File: config.mk
export PLATFORM = sky130hd
export DESIGN_NAME = proc_top
export DESIGN_NICKNAME = d
export VERILOG_FILES = /design/src/verilog/isa_pkg.sv /design/src/verilog/pipe_pkg.sv /design/src/verilog/exec_alu.sv /design/src/verilog/proc_ctrl.sv /design/src/verilog/proc_top.sv /design/src/verilog/reg_file.sv /design/src/verilog/stage_reg.sv
export SDC_FILE = /design/constraint.sdc
export NUM_CORES = 2
export LEC_CHECK = 0
export BUFFER_PORTS_ARGS = -buffer_cell sky130_fd_sc_hd__buf_4
export CAP_MARGIN = 10
export CORE_AREA = 2 2 321 403
export DETAILED_ROUTE_END_ITERATION = 6
export DIE_AREA = 0 0 323 405
export PLACE_DENSITY_LB_ADDON = 0.25
export SLEW_MARGIN = 40
export SYNTH_ARGS = -nofsm -noshare
export SYNTH_HDL_FRONTEND = slang
export SYNTH_SLANG_ARGS = --single-unit
File: constraint.sdc
create_clock -name clk -period 6.62 [get_ports clk]
set_input_delay 0.993 -clock clk [delete_from_list [all_inputs] [get_ports clk]]
set_output_delay 0.993 -clock clk [all_outputs]
set_load 0.05 [all_outputs]
File: src/verilog/isa_pkg.sv
`default_nettype none
// ------------------------------------------------
// instruction set definitions for the core: word types, opcodes,
// funct fields, ALU functions and manager CSR numbers
// ------------------------------------------------

package isa_pkg;

  parameter int xlen = 32;

  typedef logic [xlen-1:0] word_t;
  typedef logic [31:0]     inst_t;
  typedef logic [4:0]      reg_addr_t;
  typedef logic [11:0]     csr_addr_t;
  typedef logic [6:0]      opcode_t;
  typedef logic [2:0]      funct3_t;

  // major opcodes, only these three are decoded
  parameter opcode_t opcode_op     = 7'b0110011;
  parameter opcode_t opcode_op_imm = 7'b0010011;
  parameter opcode_t opcode_system = 7'b1110011;

  // funct3 for OP and OP-IMM
  parameter funct3_t f3_add_sub = 3'b000;
  parameter funct3_t f3_sll     = 3'b001;
  parameter funct3_t f3_slt     = 3'b010;
  parameter funct3_t f3_sltu    = 3'b011;
  parameter funct3_t f3_xor     = 3'b100;
  parameter funct3_t f3_srl_sra = 3'b101;
  parameter funct3_t f3_or      = 3'b110;
  parameter funct3_t f3_and     = 3'b111;

  // funct3 for SYSTEM: csrw is csrrw, csrr is csrrs
  parameter funct3_t f3_csrrw = 3'b001;
  parameter funct3_t f3_csrrs = 3'b010;

  // funct7 selects sub and sra
  parameter logic [6:0] funct7_base = 7'b0000000;
  parameter logic [6:0] funct7_alt  = 7'b0100000;

  typedef enum logic [3:0] {
    alu_add, alu_sub, alu_and, alu_or, alu_xor, alu_slt,
    alu_sltu, alu_sll, alu_srl, alu_sra, alu_cp_op1, alu_cp_op2
  } alu_fn_t;

  typedef enum logic [1:0] {op2_reg, op2_imm, op2_csr} op2_sel_t;

  // manager CSR numbers
  parameter csr_addr_t csr_mngr2proc = 12'hFC0;
  parameter csr_addr_t csr_proc2mngr = 12'h7C0;
  parameter csr_addr_t csr_numcores  = 12'hFC1;
  parameter csr_addr_t csr_coreid    = 12'hF14;

endpackage

`default_nettype wire

File: src/verilog/pipe_pkg.sv
`default_nettype none
// ------------------------------------------------
// pipeline structures: decoded control and the item held in X and W
// ------------------------------------------------

package pipe_pkg;

  // control produced by the decode table in D
  typedef struct packed {
    isa_pkg::alu_fn_t  alu_fn;
    isa_pkg::op2_sel_t op2_sel;
    logic              rf_wen;
    // csrr of mngr2proc, consumes one stream word
    logic              mngr2proc_rd;
    // csrw of proc2mngr, sends the result from W
    logic              proc2mngr_wr;
  } dec_ctrl_t;

  // item held in X
  typedef struct packed {
    dec_ctrl_t          ctrl;
    isa_pkg::reg_addr_t waddr;
    isa_pkg::word_t     op1;
    isa_pkg::word_t     rs2;
    // sign-extended I immediate, low 12 bits double as the CSR number
    isa_pkg::word_t     imm;
    // mngr2proc word captured when D advanced
    isa_pkg::word_t     csr;
  } x_payload_t;

  // item held in W
  typedef struct packed {
    isa_pkg::reg_addr_t waddr;
    logic               rf_wen;
    logic               proc2mngr_wr;
    isa_pkg::word_t     result;
  } w_payload_t;

endpackage

`default_nettype wire

File: src/verilog/exec_alu.sv
`timescale 1ns/100ps
`default_nettype none
// ------------------------------------------------
// X stage: second operand select and ALU, purely combinational
// ------------------------------------------------

module exec_alu #(
  parameter int num_cores = 1,
  parameter int core_id   = 0
) (
  input  wire pipe_pkg::x_payload_t x_item,
  output isa_pkg::word_t            result
);

  isa_pkg::word_t op1;
  isa_pkg::word_t op2;
  logic [4:0]     shamt;

  assign op1   = x_item.op1;
  assign shamt = op2[4:0];

  // op2 source
  always_comb begin
    case (x_item.ctrl.op2_sel)
      isa_pkg::op2_reg: op2 = x_item.rs2;
      isa_pkg::op2_imm: op2 = x_item.imm;
      default: begin
        // identity CSRs come from parameters, anything else is mngr2proc
        if (x_item.imm[11:0] == isa_pkg::csr_numcores) begin
          op2 = isa_pkg::word_t'(num_cores);
        end else if (x_item.imm[11:0] == isa_pkg::csr_coreid) begin
          op2 = isa_pkg::word_t'(core_id);
        end else begin
          op2 = x_item.csr;
        end
      end
    endcase
  end

  always_comb begin
    case (x_item.ctrl.alu_fn)
      isa_pkg::alu_add:    result = op1 + op2;
      isa_pkg::alu_sub:    result = op1 - op2;
      isa_pkg::alu_and:    result = op1 & op2;
      isa_pkg::alu_or:     result = op1 | op2;
      isa_pkg::alu_xor:    result = op1 ^ op2;
      isa_pkg::alu_slt:    result = {{(isa_pkg::xlen-1){1'b0}}, $signed(op1) < $signed(op2)};
      isa_pkg::alu_sltu:   result = {{(isa_pkg::xlen-1){1'b0}}, op1 < op2};
      isa_pkg::alu_sll:    result = op1 << shamt;
      isa_pkg::alu_srl:    result = op1 >> shamt;
      isa_pkg::alu_sra:    result = $signed(op1) >>> shamt;
      // csrw
      isa_pkg::alu_cp_op1: result = op1;
      // csrr
      isa_pkg::alu_cp_op2: result = op2;
      default:             result = '0;
    endcase
  end

endmodule

`default_nettype wire

File: src/verilog/proc_ctrl.sv
`timescale 1ns/100ps
`default_nettype none
// ------------------------------------------------
// control unit with the D register, decode table, stage valids, stalls
// and every stream handshake
// the datapath only follows its enables
// ------------------------------------------------

module proc_ctrl (
  input  wire logic                clk,
  input  wire logic                reset,
  input  wire isa_pkg::inst_t      inst,
  input  wire logic                inst_val,
  output logic                     inst_rdy,
  input  wire logic                mngr2proc_val,
  output logic                     mngr2proc_rdy,
  input  wire logic                proc2mngr_rdy,
  output logic                     proc2mngr_val,
  output logic                     commit,
  output isa_pkg::inst_t           inst_d,
  output pipe_pkg::dec_ctrl_t      dec_ctrl,
  output logic                     x_en,
  output logic                     x_valid_in,
  input  wire logic                x_valid,
  input  wire isa_pkg::reg_addr_t  x_waddr,
  input  wire logic                x_rf_wen,
  output logic                     w_en,
  output logic                     w_valid_in,
  input  wire logic                w_valid,
  input  wire isa_pkg::reg_addr_t  w_waddr,
  input  wire logic                w_rf_wen,
  input  wire logic                w_proc2mngr_wr,
  output logic                     rf_wen
);

  logic val_d;
  logic rs1_en;
  logic rs2_en;
  logic ostall_d;
  logic ostall_w;
  logic stall_d;
  logic stall_x;
  logic stall_w;
  logic hazard_rs1;
  logic hazard_rs2;

  isa_pkg::opcode_t   opcode;
  isa_pkg::funct3_t   funct3;
  logic [6:0]         funct7;
  isa_pkg::reg_addr_t rs1;
  isa_pkg::reg_addr_t rs2;
  isa_pkg::csr_addr_t csr_num;

  // ------------------------------------------------
  // D stage
  // ------------------------------------------------

  // D takes a new instruction whenever it is empty or moving on
  assign inst_rdy = !stall_d;

  always_ff @(posedge clk) begin
    if (reset) begin
      val_d <= 1'b0;
    end else if (inst_rdy) begin
      val_d <= inst_val;
    end
  end

  // instruction register loads alongside the D valid bit
  always_ff @(posedge clk) begin
    if (inst_rdy) begin
      inst_d <= inst;
    end
  end

  assign opcode  = inst_d[6:0];
  assign funct3  = inst_d[14:12];
  assign funct7  = inst_d[31:25];
  assign rs1     = inst_d[19:15];
  assign rs2     = inst_d[24:20];
  assign csr_num = inst_d[31:20];

  // anything the decode table does not match falls through as a no-op
  always_comb begin
    dec_ctrl         = '0;
    dec_ctrl.alu_fn  = isa_pkg::alu_add;
    dec_ctrl.op2_sel = isa_pkg::op2_reg;
    rs1_en           = 1'b0;
    rs2_en           = 1'b0;
    case (opcode)
      isa_pkg::opcode_op: begin
        rs1_en          = 1'b1;
        rs2_en          = 1'b1;
        dec_ctrl.rf_wen = 1'b1;
        case ({funct7, funct3})
          {isa_pkg::funct7_base, isa_pkg::f3_add_sub}: dec_ctrl.alu_fn = isa_pkg::alu_add;
          {isa_pkg::funct7_alt,  isa_pkg::f3_add_sub}: dec_ctrl.alu_fn = isa_pkg::alu_sub;
          {isa_pkg::funct7_base, isa_pkg::f3_sll}:     dec_ctrl.alu_fn = isa_pkg::alu_sll;
          {isa_pkg::funct7_base, isa_pkg::f3_slt}:     dec_ctrl.alu_fn = isa_pkg::alu_slt;
          {isa_pkg::funct7_base, isa_pkg::f3_sltu}:    dec_ctrl.alu_fn = isa_pkg::alu_sltu;
          {isa_pkg::funct7_base, isa_pkg::f3_xor}:     dec_ctrl.alu_fn = isa_pkg::alu_xor;
          {isa_pkg::funct7_base, isa_pkg::f3_srl_sra}: dec_ctrl.alu_fn = isa_pkg::alu_srl;
          {isa_pkg::funct7_alt,  isa_pkg::f3_srl_sra}: dec_ctrl.alu_fn = isa_pkg::alu_sra;
          {isa_pkg::funct7_base, isa_pkg::f3_or}:      dec_ctrl.alu_fn = isa_pkg::alu_or;
          {isa_pkg::funct7_base, isa_pkg::f3_and}:     dec_ctrl.alu_fn = isa_pkg::alu_and;
          default: begin
            rs1_en          = 1'b0;
            rs2_en          = 1'b0;
            dec_ctrl.rf_wen = 1'b0;
          end
        endcase
      end
      isa_pkg::opcode_op_imm: begin
        // only addi is supported
        if (funct3 == isa_pkg::f3_add_sub) begin
          rs1_en           = 1'b1;
          dec_ctrl.rf_wen  = 1'b1;
          dec_ctrl.op2_sel = isa_pkg::op2_imm;
        end
      end
      isa_pkg::opcode_system: begin
        if (funct3 == isa_pkg::f3_csrrs) begin
          // csrr where the CSR number picks the source in X
          dec_ctrl.op2_sel = isa_pkg::op2_csr;
          dec_ctrl.alu_fn  = isa_pkg::alu_cp_op2;
          case (csr_num)
            isa_pkg::csr_mngr2proc: begin
              dec_ctrl.rf_wen       = 1'b1;
              dec_ctrl.mngr2proc_rd = 1'b1;
            end
            isa_pkg::csr_numcores,
            isa_pkg::csr_coreid: dec_ctrl.rf_wen = 1'b1;
            default: dec_ctrl.rf_wen = 1'b0;
          endcase
        end else if (funct3 == isa_pkg::f3_csrrw &&
                     csr_num == isa_pkg::csr_proc2mngr) begin
          // csrw passes rs1 through as op1
          rs1_en                = 1'b1;
          dec_ctrl.alu_fn       = isa_pkg::alu_cp_op1;
          dec_ctrl.proc2mngr_wr = 1'b1;
        end
      end
      default: ;
    endcase
  end

  // ------------------------------------------------
  // stalls
  // ------------------------------------------------

  // RAW on a register still in X or W with no bypass
  // x0 never conflicts
  assign hazard_rs1 = rs1_en && rs1 != '0 &&
                      ((x_valid && x_rf_wen && x_waddr == rs1) ||
                       (w_valid && w_rf_wen && w_waddr == rs1));
  assign hazard_rs2 = rs2_en && rs2 != '0 &&
                      ((x_valid && x_rf_wen && x_waddr == rs2) ||
                       (w_valid && w_rf_wen && w_waddr == rs2));

  assign ostall_d = val_d && (hazard_rs1 || hazard_rs2 ||
                              (dec_ctrl.mngr2proc_rd && !mngr2proc_val));
  assign ostall_w = w_valid && w_proc2mngr_wr && !proc2mngr_rdy;

  // stalls travel backwards
  // an empty stage never holds up the one behind
  assign stall_w = ostall_w;
  assign stall_x = x_valid && stall_w;
  assign stall_d = val_d && (ostall_d || stall_x);

  // ------------------------------------------------
  // stage enables and handshakes
  // ------------------------------------------------

  assign x_en       = !stall_x;
  assign x_valid_in = val_d && !stall_d;
  assign w_en       = !stall_w;
  assign w_valid_in = x_valid && !stall_x;

  // word is consumed only as the csrr leaves D
  assign mngr2proc_rdy = val_d && dec_ctrl.mngr2proc_rd && !stall_d;

  // held from W until the manager takes it
  assign proc2mngr_val = w_valid && w_proc2mngr_wr;

  assign rf_wen = w_valid && w_rf_wen && !stall_w;
  assign commit = w_valid && !stall_w;

endmodule

`default_nettype wire

File: src/verilog/proc_top.sv
`timescale 1ns/100ps
`default_nettype none
// ------------------------------------------------
// three-stage core D/X/W: control unit, register file, ALU and two
// stage registers; instructions and manager traffic are val/rdy streams
// ------------------------------------------------

module proc_top #(
  parameter int num_cores = 1,
  parameter int core_id   = 0
) (
  input  wire logic           clk,
  input  wire logic           reset,
  input  wire isa_pkg::inst_t inst,
  input  wire logic           inst_val,
  output logic                inst_rdy,
  input  wire isa_pkg::word_t mngr2proc_msg,
  input  wire logic           mngr2proc_val,
  output logic                mngr2proc_rdy,
  output isa_pkg::word_t      proc2mngr_msg,
  output logic                proc2mngr_val,
  input  wire logic           proc2mngr_rdy,
  output logic                commit
);

  isa_pkg::inst_t       inst_d;
  pipe_pkg::dec_ctrl_t  dec_ctrl;
  pipe_pkg::x_payload_t x_in;
  pipe_pkg::x_payload_t x_item;
  pipe_pkg::w_payload_t w_in;
  pipe_pkg::w_payload_t w_item;
  isa_pkg::word_t       rdata1;
  isa_pkg::word_t       rdata2;
  isa_pkg::word_t       result;
  logic                 x_en;
  logic                 x_valid_in;
  logic                 x_valid;
  logic                 w_en;
  logic                 w_valid_in;
  logic                 w_valid;
  logic                 rf_wen;

  proc_ctrl ctrl (
    .clk, .reset, .inst, .inst_val, .inst_rdy,
    .mngr2proc_val, .mngr2proc_rdy, .proc2mngr_rdy, .proc2mngr_val, .commit,
    .inst_d, .dec_ctrl,
    .x_en, .x_valid_in, .x_valid,
    .x_waddr  (x_item.waddr),
    .x_rf_wen (x_item.ctrl.rf_wen),
    .w_en, .w_valid_in, .w_valid,
    .w_waddr        (w_item.waddr),
    .w_rf_wen       (w_item.rf_wen),
    .w_proc2mngr_wr (w_item.proc2mngr_wr),
    .rf_wen
  );

  reg_file rf (
    .clk,
    .raddr1 (inst_d[19:15]),
    .raddr2 (inst_d[24:20]),
    .rdata1, .rdata2,
    .wen    (rf_wen),
    .waddr  (w_item.waddr),
    .wdata  (w_item.result)
  );

  // ------------------------------------------------
  // D to X
  // ------------------------------------------------
  assign x_in.ctrl  = dec_ctrl;
  assign x_in.waddr = inst_d[11:7];
  assign x_in.op1   = rdata1;
  assign x_in.rs2   = rdata2;
  assign x_in.imm   = {{20{inst_d[31]}}, inst_d[31:20]};
  assign x_in.csr   = mngr2proc_msg;

  stage_reg #(.payload_t(pipe_pkg::x_payload_t)) x_stage (
    .clk, .reset, .en(x_en), .valid_in(x_valid_in), .payload_in(x_in),
    .valid(x_valid), .payload(x_item)
  );

  exec_alu #(.num_cores(num_cores), .core_id(core_id)) alu (
    .x_item, .result
  );

  // ------------------------------------------------
  // X to W
  // ------------------------------------------------
  assign w_in.waddr        = x_item.waddr;
  assign w_in.rf_wen       = x_item.ctrl.rf_wen;
  assign w_in.proc2mngr_wr = x_item.ctrl.proc2mngr_wr;
  assign w_in.result       = result;

  stage_reg #(.payload_t(pipe_pkg::w_payload_t)) w_stage (
    .clk, .reset, .en(w_en), .valid_in(w_valid_in), .payload_in(w_in),
    .valid(w_valid), .payload(w_item)
  );

  assign proc2mngr_msg = w_item.result;

endmodule

`default_nettype wire

File: src/verilog/reg_file.sv
`timescale 1ns/100ps
`default_nettype none
// ------------------------------------------------
// 32 x 32 register file, two combinational reads, one write port
// ------------------------------------------------

module reg_file (
  input  wire logic               clk,
  input  wire isa_pkg::reg_addr_t raddr1,
  input  wire isa_pkg::reg_addr_t raddr2,
  output isa_pkg::word_t          rdata1,
  output isa_pkg::word_t          rdata2,
  input  wire logic               wen,
  input  wire isa_pkg::reg_addr_t waddr,
  input  wire isa_pkg::word_t     wdata
);

  isa_pkg::word_t regs [32];

  // write lands at the edge, reads in the same cycle still see the old value
  always_ff @(posedge clk) begin
    if (wen && waddr != '0) begin
      regs[waddr] <= wdata;
    end
  end

  // x0 is hardwired to zero
  assign rdata1 = (raddr1 == '0) ? '0 : regs[raddr1];
  assign rdata2 = (raddr2 == '0) ? '0 : regs[raddr2];

endmodule

`default_nettype wire

File: src/verilog/stage_reg.sv
`timescale 1ns/100ps
`default_nettype none
// ------------------------------------------------
// pipeline register holding a valid bit and a payload of any packed type
// both load on en and hold otherwise
// ------------------------------------------------

module stage_reg #(
  parameter type payload_t = logic
) (
  input  wire logic     clk,
  input  wire logic     reset,
  input  wire logic     en,
  input  wire logic     valid_in,
  input  wire payload_t payload_in,
  output logic          valid,
  output payload_t      payload
);

  always_ff @(posedge clk) begin
    if (reset) begin
      valid <= 1'b0;
    end else if (en) begin
      valid <= valid_in;
    end
  end

  // payload loads on the same enable as the valid bit
  always_ff @(posedge clk) begin
    if (en) begin
      payload <= payload_in;
    end
  end

endmodule

`default_nettype wire
* After elaboration in Yosys (flattened, before gate mapping)
Memories as Yosys holds them, arrays and structs flattened. A register that Yosys moved wholly into a read port is not among the register bits.
Cells that the tools add are included.
** Storage, ports and cells
- Memories :: 1
- Bits in writable memories :: 1024
- Flip-flop bits (word level) :: 131
- Word-level logic and storage cells :: 132
** Memory list
- rf.regs :: depth 32, bits a word 32, read ports 2, clocked after memory_dff 2, wr ports 1, line reg_file.sv:18 : isa_pkg::word_t regs [32];
** Cells by class
- Bitwise gates (word level) :: 3
- Mux-type cells :: 23
- Equality and inequality tests :: 36
- Add/subtract/negate cells :: 2
- Shift-type cells :: 3
- $lt $le $gt $ge :: 2
- Reductions and logical operators :: 47
** Operators with widths (number)
- case mux 32 bit (12 select lines) :: 1
- less-than comparator 32 bit :: 2
- two-way mux 32 bit :: 2
- case mux 32 bit (2 select lines) :: 1
- == test 12 bit (second input constant) :: 5
- == test 10 x 3 -> 1 bit (second input constant) :: 4
- case mux 4 bit (9 select lines) :: 1
- adder 32 bit :: 1
- AND 32 bit :: 1
- bitwise OR 32 bit :: 1
- << shifter 32 x 5 -> 32 bit :: 1
- right shift 32 x 5 -> 32 bit :: 1
- >>> shifter 32 x 5 -> 32 bit :: 1
- subtractor 32 bit :: 1
- bitwise XOR 32 bit :: 1
- logical AND 1 bit :: 24
- == test 10 x 2 -> 1 bit (second input constant) :: 2
- == test 10 x 9 -> 1 bit (second input constant) :: 2
- == test 5 bit :: 4
- == test 4 x 3 -> 1 bit (second input constant) :: 4
- == test 4 bit (second input constant) :: 4
- nonzero test 5 bit :: 3
- == test 12 x 11 -> 1 bit (second input constant) :: 1
- two-way mux 4 bit :: 3
- 23 further kinds :: 45

* Logic depth before layout (Yosys ltp)
- Word-level depth :: 14
- Depth in mapped cells :: 22
- Depth with buffers taken out :: 19

* Modules after synthesis
Synthesis repeated with hierarchy kept, for this count alone.
** Second synthesis, totals
- Cells, all modules :: 4531
- Area, all modules :: 65496.6 um^2
** Modules (own cells, without submodules)
- reg_file :: instances 1, area an instance 47929.7 um^2, cells an instance 2564
- exec_alu :: instances 1, area an instance 10363.7 um^2, cells an instance 1635
- stage_reg (x_stage) :: instances 1, area an instance 4297.9 um^2, cells an instance 145
- proc_ctrl :: instances 1, area an instance 1700.4 um^2, cells an instance 145
- stage_reg (w_stage) :: instances 1, area an instance 1204.9 um^2, cells an instance 42

* Worst setup path after synthesis
No wires, ideal clock.
- Path kind :: input-to-output
- Start :: in proc2mngr_rdy
- End :: out inst_rdy
- Data arrival time :: 4926 ps
- Path buffers :: 0
- Slack :: 701 ps
- Cell stages on the path :: 4
- Cell sequence :: nor2b_1 -> nand2_1 -> nand2_1 -> nand2_1
** On the way
- Longest elaborated chain between the ends :: 6
** Ends and longest elaborated chain
- start: declaration :: line proc_top.sv:22 : input wire logic proc2mngr_rdy,
- zero test 1 bit :: line proc_ctrl.sv:162 : assign ostall_w = w_valid && w_proc2mngr_wr && !proc2mngr_rdy;
- logical AND 1 bit :: line proc_ctrl.sv:162
- logical AND 1 bit :: line proc_ctrl.sv:167 : assign stall_x = x_valid && stall_w;
- logical OR 1 bit :: line proc_ctrl.sv:168 : assign stall_d = val_d && (ostall_d || stall_x);
- logical AND 1 bit :: line proc_ctrl.sv:168
- zero test 1 bit :: line proc_ctrl.sv:59 : assign inst_rdy = !stall_d;
- end: declaration :: line proc_top.sv:16 : output logic inst_rdy,
Every way passes these cells.

* Worst setup path in the final report
- Start :: reg x_stage.payload[39] in the netlist's numbering
- End :: reg w_stage.payload[29] in the netlist's numbering (data pin)
** On the way
- Longest elaborated chain between the ends :: 6
- Elaborated cells on any way between the ends :: 14
- Those cells by class :: add/sub: 2; eq/ne: 2; shift: 3; mux: 4; bitwise: 3
** Ends and longest elaborated chain
- start: declaration :: line stage_reg.sv:17 : output payload_t payload
- start signal: assignment :: line stage_reg.sv:31 : payload <= payload_in;
- == test 12 bit :: line exec_alu.sv:31 : end else if (x_item.imm[11:0] == isa_pkg::csr_coreid) begin
- two-way mux 32 bit :: line exec_alu.sv:31
- two-way mux 32 bit :: line exec_alu.sv:29 : if (x_item.imm[11:0] == isa_pkg::csr_numcores) begin
- case mux 32 bit (2 select lines) * :: line exec_alu.sv:24 : case (x_item.ctrl.op2_sel)
- subtractor 32 bit, or another cell as far along :: line exec_alu.sv:43 : isa_pkg::alu_sub: result = op1 - op2;
- case mux 32 bit (12 select lines) * :: line exec_alu.sv:41 : case (x_item.ctrl.alu_fn)
- net alu.result[29] :: line exec_alu.sv:12 : output isa_pkg::word_t result
- end signal: assignment :: line stage_reg.sv:31
- end: declaration :: line stage_reg.sv:17
The timed path passes the listed nets; every way through them passes the cells marked *.
A chain may end at the register's enable or synchronous reset.

==> out/qor.csv <==
metric,value,unit
startpoint types,register,
Post-DP Area,0.0671,mm²
initial DRC count,5426,
Initial Utilization,49.6,%
Via Count,40678,
Crit. End Element,register,
Ports,105,
Final #Nets,4208,
Yosys top cell area share,57.8,%
max-cap violation count,0,
vias in the first global route,40086,
crit-path max cell delay,0.65,ns
first-pass GRT wire length,293000,µm
"top cells by count, synth","1216 x edfxtp_1, 631 x mux4_2, 278 x nor2_1",
part of the cycle the worst path needs,88.8,%
average wire per standard cell,35.3,µm
slew at the pin closest to its max-slew limit,0.974,ns
clk buf depth,3,
clk_skew,0.0414,ns
status,"complete, but fails checks",
clk sink count,1219,
crit path from,x_stage.payload[39],
Design Power,21.4,mW
Area Growth Syn to Fin,12.6,%
multi-input logic area,0.0254,mm²
Total Routed Length,206000,µm
cell repeated most along the worst path,nand2_1,
register area share after synthesis,57.9,%
YS warnings,0,
register area,0.0366,mm²
global placement routability congestion,1.06,
crit-path max FO,26,
Hold Buf Count CTS,0,
# Post-CTS Setup Buffers,0,
Port Buffers,104,
cell area power density,301,mW/mm²
PostCTS Resize Cnt,0,
DIE AREA,0.131,mm²
initial antenna violation count,9,
Final Cell Area,0.0711,mm²
Core Area,0.127,mm²
ys flop type,edfxtp_1,
Setup TNS,0,ns
ANT nets after route,0,
hold_sp,reset,
r2r endpoint,w_stage.payload[29],
"Distinct cells, synth",84,
worst-path cell chain,nand4bb_1 > mux2i_1 > nand2_1 > and2_1 > buf_4 > nand2_1 > o21ai_0 > inv_1 > ha_1 > a21oi_1 > nand2_1 > o31ai_1 > a31oi_1 > a221oi_1 > a21oi_1 > a31oi_1 > nor4b_1 > or4_1 > o211a_1 > nand2_1,
"EDFF count, synth",1216,
ys async rst share,0,%
failing checks,DRC,
CP endpoint,w_stage.payload[29],
WS Path Type,register to register,
maximum number of pins on one net before global-route repair,122,
CP Data Arrival Time,6.51,ns
CTS buffer count,118,
Max-slew headroom,34.5,%
"reg-to-reg slack, setup",0.74,ns
Worst R2R Path Depth,20,
Fillers,9947,
DRC viols,2,
final cell count without fillers,5852,
synth top area cells,"edfxtp_1 58%, mux4_2 23%, mux2i_1 2.3%",
Vias/cell,6.95,
DP Cell Count,5632,
GRT Overall Usage,31.7,%
row cnt,147,
top-count cell post-synth,edfxtp_1,
Critical R2R Launch,x_stage.payload[39],
Max Transition Viols Final,0,
final setup fails,0,
insertion delay to the later sink of the worst-skew pair,0.77,ns
HPWL Detailed,132000,µm
gr ovfl total,0,
layout cells sized above 1,28.5,%
DR pass1 iterations,7,
Root Buffer,clkbuf_16,
peak supply drop,0.000236,V
Hold Crit Class,input port to register,
Post-Syn Instances,3918,
CTS tree,done,
RSZ-0062 raised after global routing,no,
Lkg Pwr,23.7,nW
die span in y,405,µm
"Slowest-stage cell, CP",a221oi_1,
Max Freq,170,MHz
Post-Syn Area,0.0631,mm²
clk slew on worst S/H paths,0.07,ns
Seq cells post-synth,1219,
endpoints failing hold,0,
CP required,7.25,ns
Die X,323,µm
"area leader, netlist",edfxtp_1,
final hold slack,0.395,ns
CTS H-Tree Depth,3,
syn avg cell area,16.1,µm²
min Tclk post-route,5.88,ns
worst max-delay path, delay by kind of cell (launching register included):
kind | cells | cell delay [ns]
adders and majority gates | 1 | 0.35
and+or+nand+nor | 8 | 1.45
AOI/OAI and AO/OA | 8 | 2.69
muxes | 1 | 0.46
DFF | 1 | 0.41
buffers and inverters | 2 | 0.38
layout make-up:
type,count,area share [%]
sequential,1219,51.5
multi-input combinational,2309,35.7
clock buffer,133,4.29
timing repair buffer,261,3.59
tap,1713,3.02
clock inverter,82,1.20
inverter,133,0.702
antenna,2,0.00704
worst min path at each step:
stage	endpoint	slack (ns)	cells after the start
2_1_floorplan	w_stage.payload[32]	0.40	0
3_3_place_gp	x_stage.payload[129]	0.40	0
3_5_place_dp	x_stage.payload[132]	0.42	0
4_1_cts	ctrl.val_d	0.35	2
5_1_grt	ctrl.inst_d[23]	0.39	1
6_report	w_stage.valid	0.39	2
stage by stage:
step                utilization, %  setup slack [ns]
finish                        55.8             0.742
global route                  55.8             0.477
CTS                           55.7             0.832
detailed placement            52.7             0.884
global placement              52.2             0.826
floorplan                        -             0.701
registers in the layout, indices dropped and copies added (netlist names):
| register | cells |
|---|---|
| x_stage.valid | 1 |
| ctrl.val_d | 1 |
| ctrl.inst_d | 32 |
| rf.regs | 1024 |
| x_stage.payload | 121 |
| w_stage.payload | 39 |
| w_stage.valid | 1 |
where the power goes:
group	switching (mW)	internal, mW	leakage, nW
clock	3.04	3.84	1.91
combinational	3.13	1.42	10.5
sequential	0.290	9.65	11.3
per-layer routing:
layer	wire length, µm	GRT usage (%)	vias up	part of all wire (%)
met5	41	0	-	0.020
li1	-	-	16336	-
met3	19900	5.31	559	9.6
met2	100000	51.5	2561	49
met1	74200	41.4	21216	36
met4	12100	16.4	6	5.9
kinds of logic (layout without fill, tap and decap cells):
kind of cell	Yosys count	after routing	synth area share [%]
AOI/OAI and AO/OA	642	642	6.52
xor gates and xnor gates	53	53	0.735
adders and majority gates	97	97	1.93
buffers and inverters	421	609	2.59
DFF	1219	1219	57.9
muxes	811	811	25.5
other	1	34	0.00594
and+or+nand+nor	674	674	4.82
placed cells by master, fill, tap and decap left out, drive strengths merged, types with 52 or more instances in the layout:
master,netlist,final
o21ai,170,170
a21oi,185,185
clkbuf,198,133
clkinv,1,52
mux2i,150,150
inv,132,144
buf,90,261
mux4,631,631
edfxtp,1216,1216
nand2,179,179
ha,96,96
nor2,279,279
(Power assumes the default switching activity.)
